$ cat src/design/alu_config.svh
// Build-time sizes and fixed exception codes for the ALU lane
// ALU_WID above 62 would overflow the 6-bit cycle counter used for divides
// ALU_MUL_STAGES must be at least 1

`ifndef ALU_CONFIG_SVH
`define ALU_CONFIG_SVH

// Operand and result width
`define ALU_WID 32

// Register stages in the multiplier, which is also its latency
`define ALU_MUL_STAGES 3

// Exception raised by a divide or remainder with a zero divisor
`define ALU_EXC_DBZ 8'h10

`endif

$ cat src/design/alu_pkg.sv
// Types and modifier codes shared by the ALU lane
// The meaning of a modifier depends on the operation it travels with

package alu_pkg;

	// ========================================
	// Operations
	// ========================================
	typedef enum logic [3:0] {
		OP_ADD, OP_SUB, OP_AND, OP_OR, OP_XOR,
		OP_SET, OP_MINMAX,
		OP_MUL, OP_MULU,
		OP_DIV, OP_DIVU, OP_MOD, OP_MODU,
		OP_CHK
	} alu_op_e;

	typedef logic [2:0] alu_mod_t;

	// Combine step with c for the arithmetic and logic ops
	localparam alu_mod_t MOD_AND_C  = 3'd0;
	localparam alu_mod_t MOD_ANDN_C = 3'd1;
	localparam alu_mod_t MOD_OR_C   = 3'd2;
	localparam alu_mod_t MOD_XOR_C  = 3'd3;
	localparam alu_mod_t MOD_ADD_C  = 3'd4;
	localparam alu_mod_t MOD_NONE   = 3'd7;

	// Comparison selectors for OP_SET
	localparam alu_mod_t SET_EQ  = 3'd0;
	localparam alu_mod_t SET_NE  = 3'd1;
	localparam alu_mod_t SET_LT  = 3'd2;
	localparam alu_mod_t SET_LE  = 3'd3;
	localparam alu_mod_t SET_LTU = 3'd4;
	localparam alu_mod_t SET_LEU = 3'd5;

	// OP_MINMAX selectors
	localparam alu_mod_t MM_MIN  = 3'd0;
	localparam alu_mod_t MM_MAX  = 3'd1;
	localparam alu_mod_t MM_MINU = 3'd2;
	localparam alu_mod_t MM_MAXU = 3'd3;

	// OP_CHK range modes, [b,c) and [b,c]
	localparam alu_mod_t CHK_HALF_OPEN = 3'd0;
	localparam alu_mod_t CHK_CLOSED    = 3'd1;

	// ========================================
	// Flags, exceptions and FSM states
	// ========================================
	typedef struct packed {
		logic eq;
		logic lt;
		logic le;
		logic ltu;
		logic leu;
		logic ne;
	} cmp_t;

	typedef logic [7:0] exc_t;
	localparam exc_t EXC_NONE = 8'h00;

	typedef enum logic [1:0] {S_IDLE, S_WAIT_MUL, S_WAIT_DIV} alu_state_e;

endpackage

$ cat src/design/alu_op_if.sv
// One issued operation as seen by the data modules
// Contents are only meaningful in the cycle where ld is high

`include "alu_config.svh"

interface alu_op_if;
	import alu_pkg::*;

	alu_op_e op;
	alu_mod_t mod;
	logic [`ALU_WID-1:0] a;
	logic [`ALU_WID-1:0] b;
	logic [`ALU_WID-1:0] c;
	logic [`ALU_WID-1:0] imm;

	// The top level fills the bundle from its input ports
	modport src (output op, mod, a, b, c, imm);

	// Every consumer only reads
	modport unit (input op, mod, a, b, c, imm);

endinterface

$ cat src/design/alu_cmp.sv
// Signed and unsigned relations of a against b
// Purely combinational, one instance per operand pair

`include "alu_config.svh"

module alu_cmp (
	input logic [`ALU_WID-1:0] a,
	input logic [`ALU_WID-1:0] b,
	output alu_pkg::cmp_t flags
);

	logic eq;
	logic lt;
	logic ltu;

	assign eq = (a == b);
	assign lt = ($signed(a) < $signed(b));
	assign ltu = (a < b);

	// The less-or-equal forms reuse the strict compare and equality
	always_comb
	begin
		flags.eq = eq;
		flags.ne = !eq;
		flags.lt = lt;
		flags.le = lt || eq;
		flags.ltu = ltu;
		flags.leu = ltu || eq;
	end

endmodule

$ cat src/design/alu_logic.sv
// Single-cycle results and the bounds-check exception
// Combinational; the result is registered by the issue FSM
// Multiply and divide ops give zero here and are served by their own units
// The bounds check compares unsigned

`include "alu_config.svh"

module alu_logic (
	alu_op_if.unit opi,
	output logic [`ALU_WID-1:0] res,
	output alu_pkg::exc_t exc
);
	import alu_pkg::*;

	cmp_t flags;
	cmp_t flags_ac;
	cmp_t flags_bc;
	logic [`ALU_WID-1:0] prim;
	logic set_hit;
	logic in_range;

	alu_cmp cmp_ab_i (.a(opi.a), .b(opi.b), .flags(flags));
	alu_cmp cmp_ac_i (.a(opi.a), .b(opi.c), .flags(flags_ac));
	alu_cmp cmp_bc_i (.a(opi.b), .b(opi.c), .flags(flags_bc));

	// Primary result before the c combine step
	always_comb
	begin
		case (opi.op)
			OP_SUB: prim = opi.a - opi.b;
			OP_AND: prim = opi.a & opi.b;
			OP_OR: prim = opi.a | opi.b;
			OP_XOR: prim = opi.a ^ opi.b;
			default: prim = opi.a + opi.b;
		endcase
	end

	always_comb
	begin
		case (opi.mod)
			SET_EQ: set_hit = flags.eq;
			SET_NE: set_hit = flags.ne;
			SET_LT: set_hit = flags.lt;
			SET_LE: set_hit = flags.le;
			SET_LTU: set_hit = flags.ltu;
			SET_LEU: set_hit = flags.leu;
			default: set_hit = 1'b0;
		endcase
	end

	// Lower bound is b, upper bound is c; reserved modes always fail
	always_comb
	begin
		case (opi.mod)
			CHK_HALF_OPEN: in_range = !flags.ltu && flags_ac.ltu;
			CHK_CLOSED: in_range = !flags.ltu && flags_ac.leu;
			default: in_range = 1'b0;
		endcase
	end

	// ========================================
	// Result select
	// ========================================
	always_comb
	begin
		res = '0;
		exc = EXC_NONE;
		case (opi.op)
			OP_ADD, OP_SUB, OP_AND, OP_OR, OP_XOR:
				case (opi.mod)
					MOD_AND_C: res = prim & opi.c;
					MOD_ANDN_C: res = prim & ~opi.c;
					MOD_OR_C: res = prim | opi.c;
					MOD_XOR_C: res = prim ^ opi.c;
					// Subtract chains a second subtract of c
					MOD_ADD_C: res = (opi.op == OP_SUB) ? prim - opi.c : prim + opi.c;
					MOD_NONE: res = prim;
					default: res = prim;
				endcase
			OP_SET:
				res = set_hit ? opi.c : '0;
			OP_MINMAX:
				case (opi.mod)
					MM_MIN:
						if (flags.lt && flags_ac.lt)
							res = opi.a;
						else
							res = flags_bc.lt ? opi.b : opi.c;
					MM_MAX:
						if (!flags.le && !flags_ac.le)
							res = opi.a;
						else
							res = !flags_bc.le ? opi.b : opi.c;
					MM_MINU:
						if (flags.ltu && flags_ac.ltu)
							res = opi.a;
						else
							res = flags_bc.ltu ? opi.b : opi.c;
					MM_MAXU:
						if (!flags.leu && !flags_ac.leu)
							res = opi.a;
						else
							res = !flags_bc.leu ? opi.b : opi.c;
					default: res = '0;
				endcase
			OP_CHK:
				if (!in_range)
					exc = opi.imm[7:0];
			default: res = '0;
		endcase
	end

endmodule

$ cat src/design/alu_mul.sv
// Pipelined multiplier returning the low word of the product
// Latency is ALU_MUL_STAGES cycles from start; a new operand pair may enter
// every cycle

`include "alu_config.svh"

module alu_mul (
	input logic clk,
	alu_op_if.unit opi,
	input logic start,
	output logic [`ALU_WID-1:0] prod
);

	localparam int WID = `ALU_WID;
	localparam int STAGES = `ALU_MUL_STAGES;

	logic [WID-1:0] full;
	logic [WID-1:0] pipe [STAGES];

	// The low word of a product does not depend on operand signedness,
	// so one multiplier serves OP_MUL and OP_MULU
	assign full = opi.a * opi.b;

	// The first stage samples on start; the rest give the multiplier retiming room
	always_ff @(posedge clk)
	begin
		if (start)
			pipe[0] <= full;
		for (int i = 1; i < STAGES; i++)
			pipe[i] <= pipe[i-1];
	end

	assign prod = pipe[STAGES-1];

endmodule

$ cat src/design/alu_div.sv
// Restoring radix-2 divider, one quotient bit per clk
// Results are valid ALU_WID+1 cycles after start and held until the next start
// Signed results truncate toward zero; the remainder follows the dividend sign

`include "alu_config.svh"

module alu_div (
	input logic clk,
	input logic rst,
	alu_op_if.unit opi,
	input logic start,
	output logic [`ALU_WID-1:0] quo,
	output logic [`ALU_WID-1:0] rem,
	output logic dbz
);
	import alu_pkg::*;

	localparam int WID = `ALU_WID;
	localparam int IW = $clog2(WID + 1);

	logic [IW-1:0] iter;
	logic sgn;
	logic neg_a;
	logic neg_b;
	logic [WID-1:0] q_reg;
	logic [WID-1:0] r_reg;
	logic [WID-1:0] d_reg;
	logic neg_q;
	logic neg_r;
	logic [WID:0] r_sh;

	assign sgn = (opi.op == OP_DIV) || (opi.op == OP_MOD);
	assign neg_a = sgn & opi.a[WID-1];
	assign neg_b = sgn & opi.b[WID-1];

	// Partial remainder with the next dividend bit shifted in
	assign r_sh = {r_reg, q_reg[WID-1]};

	always_ff @(posedge clk)
	begin
		if (rst)
		begin
			iter <= '0;
			dbz <= 1'b0;
		end
		else if (start)
		begin
			iter <= IW'(WID);
			dbz <= (opi.b == '0);
		end
		else if (iter != '0)
			iter <= iter - 1'b1;
	end

	// ========================================
	// Shift-subtract datapath
	// ========================================
	always_ff @(posedge clk)
	begin
		if (start)
		begin
			q_reg <= neg_a ? -opi.a : opi.a;
			d_reg <= neg_b ? -opi.b : opi.b;
			r_reg <= '0;
			neg_q <= neg_a ^ neg_b;
			neg_r <= neg_a;
		end
		else if (iter != '0)
		begin
			if (r_sh >= {1'b0, d_reg})
			begin
				r_reg <= WID'(r_sh - {1'b0, d_reg});
				q_reg <= {q_reg[WID-2:0], 1'b1};
			end
			else
			begin
				r_reg <= r_sh[WID-1:0];
				q_reg <= {q_reg[WID-2:0], 1'b0};
			end
		end
	end

	// With a zero divisor every trial subtract succeeds, so the dividend
	// magnitude ends up whole in r_reg and the sign fix restores the dividend
	assign quo = dbz ? '1 : (neg_q ? -q_reg : q_reg);
	assign rem = neg_r ? -r_reg : r_reg;

	// The FSM holds off new divides until the running one has been collected
	a_no_restart: assert property (@(posedge clk) disable iff (rst) start |-> iter == '0)
		else $error("divider restarted during an iteration");

endmodule

$ cat src/design/alu_cycle_counter.sv
// Down-counter that times multicycle operations
// zero rises init cycles after load; init must be at least 1

module alu_cycle_counter (
	input logic clk,
	input logic rst,
	input logic load,
	input logic [5:0] init,
	output logic zero
);

	logic [5:0] cnt;

	// The load cycle itself counts as the first of the init cycles
	always_ff @(posedge clk)
	begin
		if (rst)
			cnt <= '0;
		else if (load)
			cnt <= init - 6'd1;
		else if (cnt != '0)
			cnt <= cnt - 6'd1;
	end

	assign zero = (cnt == '0);

endmodule

$ cat src/design/alu_issue_fsm.sv
// Issue control, result select and done generation
// No back-pressure: ld is only legal while busy is low
// An ld in the cycle where done is high would stretch done and is not allowed
// o and exc hold their values until the next done

`include "alu_config.svh"

module alu_issue_fsm (
	input logic clk,
	input logic rst,
	input logic ld,
	alu_op_if.unit opi,
	input logic [`ALU_WID-1:0] logic_res,
	input alu_pkg::exc_t logic_exc,
	input logic [`ALU_WID-1:0] prod,
	input logic [`ALU_WID-1:0] quo,
	input logic [`ALU_WID-1:0] rem,
	input logic dbz,
	input logic cnt_zero,
	output logic mul_start,
	output logic div_start,
	output logic cnt_load,
	output logic [5:0] cnt_init,
	output logic [`ALU_WID-1:0] o,
	output alu_pkg::exc_t exc,
	output logic done,
	output logic busy
);
	import alu_pkg::*;

	alu_state_e state;
	logic is_mul;
	logic is_div;
	logic issue;
	logic want_rem;

	assign is_mul = opi.op inside {OP_MUL, OP_MULU};
	assign is_div = opi.op inside {OP_DIV, OP_DIVU, OP_MOD, OP_MODU};
	assign issue = ld && (state == S_IDLE);
	assign mul_start = issue && is_mul;
	assign div_start = issue && is_div;
	assign cnt_load = mul_start || div_start;

	// Wait until the cycle in which the unit output is valid
	assign cnt_init = is_mul ? 6'(`ALU_MUL_STAGES) : 6'(`ALU_WID + 1);
	assign busy = (state != S_IDLE);

	// ========================================
	// State and control
	// ========================================
	always_ff @(posedge clk)
	begin
		if (rst)
		begin
			state <= S_IDLE;
			done <= 1'b0;
			exc <= EXC_NONE;
			want_rem <= 1'b0;
		end
		else
		begin
			done <= 1'b0;
			case (state)
				S_IDLE:
					if (mul_start)
						state <= S_WAIT_MUL;
					else if (div_start)
					begin
						state <= S_WAIT_DIV;
						want_rem <= opi.op inside {OP_MOD, OP_MODU};
					end
					else if (ld)
					begin
						exc <= logic_exc;
						done <= 1'b1;
					end
				S_WAIT_MUL:
					if (cnt_zero)
					begin
						exc <= EXC_NONE;
						done <= 1'b1;
						state <= S_IDLE;
					end
				S_WAIT_DIV:
					if (cnt_zero)
					begin
						exc <= dbz ? `ALU_EXC_DBZ : EXC_NONE;
						done <= 1'b1;
						state <= S_IDLE;
					end
				default: state <= S_IDLE;
			endcase
		end
	end

	always_ff @(posedge clk)
	begin
		if (issue && !is_mul && !is_div)
			o <= logic_res;
		else if ((state == S_WAIT_MUL) && cnt_zero)
			o <= prod;
		else if ((state == S_WAIT_DIV) && cnt_zero)
			o <= want_rem ? rem : quo;
	end

	a_no_ld_busy: assert property (@(posedge clk) disable iff (rst) ld |-> !busy)
		else $error("ld issued while a multicycle operation is in flight");

	// Each operation completes with a single-cycle done pulse
	a_done_pulse: assert property (@(posedge clk) disable iff (rst) done |=> !done)
		else $error("done high for two consecutive cycles");

endmodule

$ cat src/design/alu_top.sv
// Integer execution lane with single-cycle, multiply and divide paths
// Operands are sampled only in the ld cycle
// ld while busy is high is not allowed

`include "alu_config.svh"

module alu_top (
	input logic clk,
	input logic rst,
	input logic ld,
	input alu_pkg::alu_op_e op,
	input alu_pkg::alu_mod_t mod,
	input logic [`ALU_WID-1:0] a,
	input logic [`ALU_WID-1:0] b,
	input logic [`ALU_WID-1:0] c,
	input logic [`ALU_WID-1:0] imm,
	output logic [`ALU_WID-1:0] o,
	output alu_pkg::exc_t exc,
	output logic done,
	output logic busy
);
	import alu_pkg::*;

	logic [`ALU_WID-1:0] logic_res;
	exc_t logic_exc;
	logic [`ALU_WID-1:0] prod;
	logic [`ALU_WID-1:0] quo;
	logic [`ALU_WID-1:0] rem;
	logic dbz;
	logic mul_start;
	logic div_start;
	logic cnt_load;
	logic [5:0] cnt_init;
	logic cnt_zero;

	alu_op_if op_if ();

	assign op_if.op = op;
	assign op_if.mod = mod;
	assign op_if.a = a;
	assign op_if.b = b;
	assign op_if.c = c;
	assign op_if.imm = imm;

	alu_logic logic_i (.opi(op_if.unit), .res(logic_res), .exc(logic_exc));

	alu_mul mul_i (.clk(clk), .opi(op_if.unit), .start(mul_start), .prod(prod));

	alu_div div_i (
		.clk(clk), .rst(rst), .opi(op_if.unit), .start(div_start),
		.quo(quo), .rem(rem), .dbz(dbz)
	);

	alu_cycle_counter cnt_i (
		.clk(clk), .rst(rst), .load(cnt_load), .init(cnt_init), .zero(cnt_zero)
	);

	alu_issue_fsm fsm_i (
		.clk(clk), .rst(rst), .ld(ld), .opi(op_if.unit),
		.logic_res(logic_res), .logic_exc(logic_exc),
		.prod(prod), .quo(quo), .rem(rem), .dbz(dbz), .cnt_zero(cnt_zero),
		.mul_start(mul_start), .div_start(div_start),
		.cnt_load(cnt_load), .cnt_init(cnt_init),
		.o(o), .exc(exc), .done(done), .busy(busy)
	);

endmodule

$ cat config.mk
export PLATFORM = sky130hd
export DESIGN_NAME = alu_top
export DESIGN_NICKNAME = d
export VERILOG_FILES = /design/src/design/alu_pkg.sv /design/src/design/alu_op_if.sv /design/src/design/alu_cmp.sv /design/src/design/alu_logic.sv /design/src/design/alu_mul.sv /design/src/design/alu_div.sv /design/src/design/alu_cycle_counter.sv /design/src/design/alu_issue_fsm.sv /design/src/design/alu_top.sv
export VERILOG_INCLUDE_DIRS = /design/src /design/src/design
export SDC_FILE = /design/constraint.sdc
export NUM_CORES = 2
export LEC_CHECK = 0
export BUFFER_PORTS_ARGS = -buffer_cell sky130_fd_sc_hd__buf_4
export CAP_MARGIN = 25
export CORE_ASPECT_RATIO = 0.8
export CORE_MARGIN = 2
export CORE_UTILIZATION = 40
export DETAILED_ROUTE_END_ITERATION = 8
export SLEW_MARGIN = 20
export SYNTH_ARGS = -nofsm -noshare
export SYNTH_HDL_FRONTEND = slang
export SYNTH_SLANG_ARGS = --single-unit
$ cat constraint.sdc
create_clock -name clk -period 10.05 [get_ports clk]
set_clock_uncertainty 0.15 [all_clocks]
set_input_delay 1.5075 -clock clk [delete_from_list [all_inputs] [get_ports clk]]
set_output_delay 1.5075 -clock clk [all_outputs]
set_load 0.02 [all_outputs]
==> metrics.yaml <==
place_hpwl_mm: 154
max_freq_mhz: 111
die_h_um: 297
fin_crit_sh_pct: 90.0
rsz0062_at_grt: "false"
cp_top_family: "adder cells"
cts_root_buffer: "clkbuf_16"
relSlewSlack_pct: 18.9
antenna_found_initial: 9
io_pins: 180
ys_top_cells_by_area: "fa_1, ha_1, edfxtp_1"
htreeDepth: 1
gp_congestion: 1.04
overflow: 0
grt_use_total_pct: 35.4
synth-compound-area-share_pct: 20.5
ir_drop_mv: 2.64
arrival_ns: 9.26
register_area_um2: 6330
cts.clk_slew.worst_paths_ns: 0.07
largest-register: "mul_i.pipe"
synth_mux_area_share_pct: 1.88
cts_setup_buffers: 0
largest_reg_flops: 96
die_w_um: 370
cts_buffers: 30
grt_max_degree: 72
drive_gt1_share_pct: 7.70
finalWirelength_mm: 198
tightest_slew_ns: 1.20
synth-seq-cells: 251
cts_resized: 0
synth_top_area_share_pct: 19.1
status: "finished clean"
maxSlewViolCount: 0
synth_top_family_by_area: "adder cells"
hold_viol: 0
synthAdderAreaFrac_pct: 30.6
cts_buffer_depth: 3
drc: 0
cp_slowest_cell: "fa_1"
synthSimpleGateAreaFrac_pct: 16.9
power_density_nw_per_um2: 426
ctsHoldBuffers: 0
initial_core_util_pct: 40.3
fillerInstances: 10800
ant_nets: 0
drt_iter0_drc: 5749
cts_sinks: 251
synth_xor_area_share_pct: 6.36
synth_edf_count: 130
grt_first_pass_wirelength_mm: 285
grt_pass1_vias: 40100
die-area_um2: 110000
critical_path_class: "input port to flop"
cp_num_buf_inv: 7
synth_area_per_cell_um2: 7.79
synth-seq-area-share_pct: 14.7
fp-row-count: 107
hold_class: "flop to flop"
crit_top_cell: "fa_1"
setup_violations: 0
endpoint_kind: "flop"
min_period_ns: 9.04
firstDrtPassIters: 8
area.growth.synth_to_final_pct: 9.23
syn_inst: 5512
ys_warn_count: 0
max_stage_delay_ns: 0.55
nets: 6438
leakage_nw: 21.0
synth_most_common_cell: "inv_1"
finalSetupTns_ns: 0
avgRoutedWirePerCell_um: 28.5
crit_fanout: 14
core_area_um2: 106000
portBuffers: 155
start_kind: "input port"
synthTopCellsByCount: "inv_1, nor2_1, nand2_1"
syn_nets: 6454
synth_top_area_cell: "fa_1"
syn-cell-area_um2: 42900
fin_util_pct: 44.1
yosysUniqueCellTypes: 87
synthFlopType: "edfxtp_1"
clock_latency_ns: 0.64
vias_per_cell: 6.17
ys_async_sr_fraction_pct: 0
vias: 42800
cts_tree: "done"
multi_input_area_um2: 32800
required_ns: 10.27
cap_violations: 0
-- power by group --
part | total (mW) | leakage, nW | switching (mW) | internal [mW]
registers | 2.55 | 2.25 | 0.415 | 2.13
logic | 16.3 | 18.3 | 9.45 | 6.82
clock network | 1.17 | 0.502 | 0.503 | 0.665
-- path summary, 6_finish.rpt --
kind                            end  cells after the start  slack (ns)         startpoint
hold reg to reg   mul_i.pipe[0][67]                      0        0.15  mul_i.pipe[0][35]
setup / recovery  mul_i.pipe[0][31]                     28        1.01               b[2]
hold / removal    mul_i.pipe[0][67]                      0        0.15  mul_i.pipe[0][35]
setup reg to reg        fsm_i.o[31]                     11        4.84     div_i.r_reg[2]
-- cell families (layout without fill, tap and decap cells) --
group                    after synthesis  in the layout
XOR/XNOR                             312            312
multiplexers                          80             80
other                                  0              6
adder cells (fa/ha/maj)              804            804
AO/OA/AOI/OAI                       1386           1386
buffers and inverters               1030           1037
flip-flops                           251            251
AND/OR/NAND/NOR                     1649           1649
-- per-layer routing --
| metal | vias to the layer above | track usage (%) | part of all wire (%) |
|---|---|---|---|
| li1 | 18700 | - | - |
| met1 | 20600 | 50.0 | 41 |
| met2 | 2907 | 46.9 | 38 |
| met3 | 570 | 12.2 | 15 |
| met4 | 2 | 18.4 | 6.6 |
| met5 | - | 0 | 0.0066 |
-- layout make-up --
type / instances / area share (%)
Antenna cell: 6 / 0.0320
Clock buffer: 35 / 1.66
Clock inverter: 20 / 0.539
Inverter: 661 / 5.29
Multi-Input combinational cell: 4231 / 70.0
Sequential cell: 251 / 13.5
Tap cell: 1417 / 3.78
Timing Repair Buffer: 321 / 5.18
-- per-stage QoR --
step | std cells | cell area, um2 | hold WS (ns) | total power, mW | setup slack (ns)
floorplan | 5512 | 42900 | 0.160 | 13.8 | 1.27
global placement | 6877 | 45800 | 0.160 | 18.5 | 0.482
detailed placement | 6880 | 45800 | 0.162 | 18.8 | 0.436
CTS | 6935 | 46900 | 0.145 | 20.1 | 1.07
global route | 6940 | 46900 | 0.159 | 22.1 | 0.550
finish | 6942 | 46900 | 0.153 | 20.0 | 1.01
-- cell usage in the layout, fill, tap and decap left out, types with 18 or more instances in the layout --
cell type	synthesis	final
a31oi_1	48	48
o221ai_1	20	20
a221oi_1	54	54
a22oi_1	34	34
nor4_1	35	34
o22ai_1	44	44
or4_1	29	29
clkbuf_16	0	30
xnor2_1	205	205
a21oi_1	386	382
mux2i_1	74	74
fa_1	410	410
buf_4	1	319
ha_1	394	394
nand2_1	580	579
xor2_1	107	107
dfxtp_1	121	121
o31ai_1	45	45
edfxtp_1	130	130
nand4_1	33	33
o211ai_1	84	84
a211oi_1	92	92
nand3_1	79	77
o21bai_1	18	18
and2_1	25	24
nor2b_1	31	30
or3_1	25	24
a21o_1	57	57
and3_1	26	26
nand2b_1	36	35
o21a_1	29	29
nor2_1	614	613
nor3_1	87	83
inv_1	643	642
o21ai_0	330	329
No activity file was read; power rests on OpenSTA's default activity.
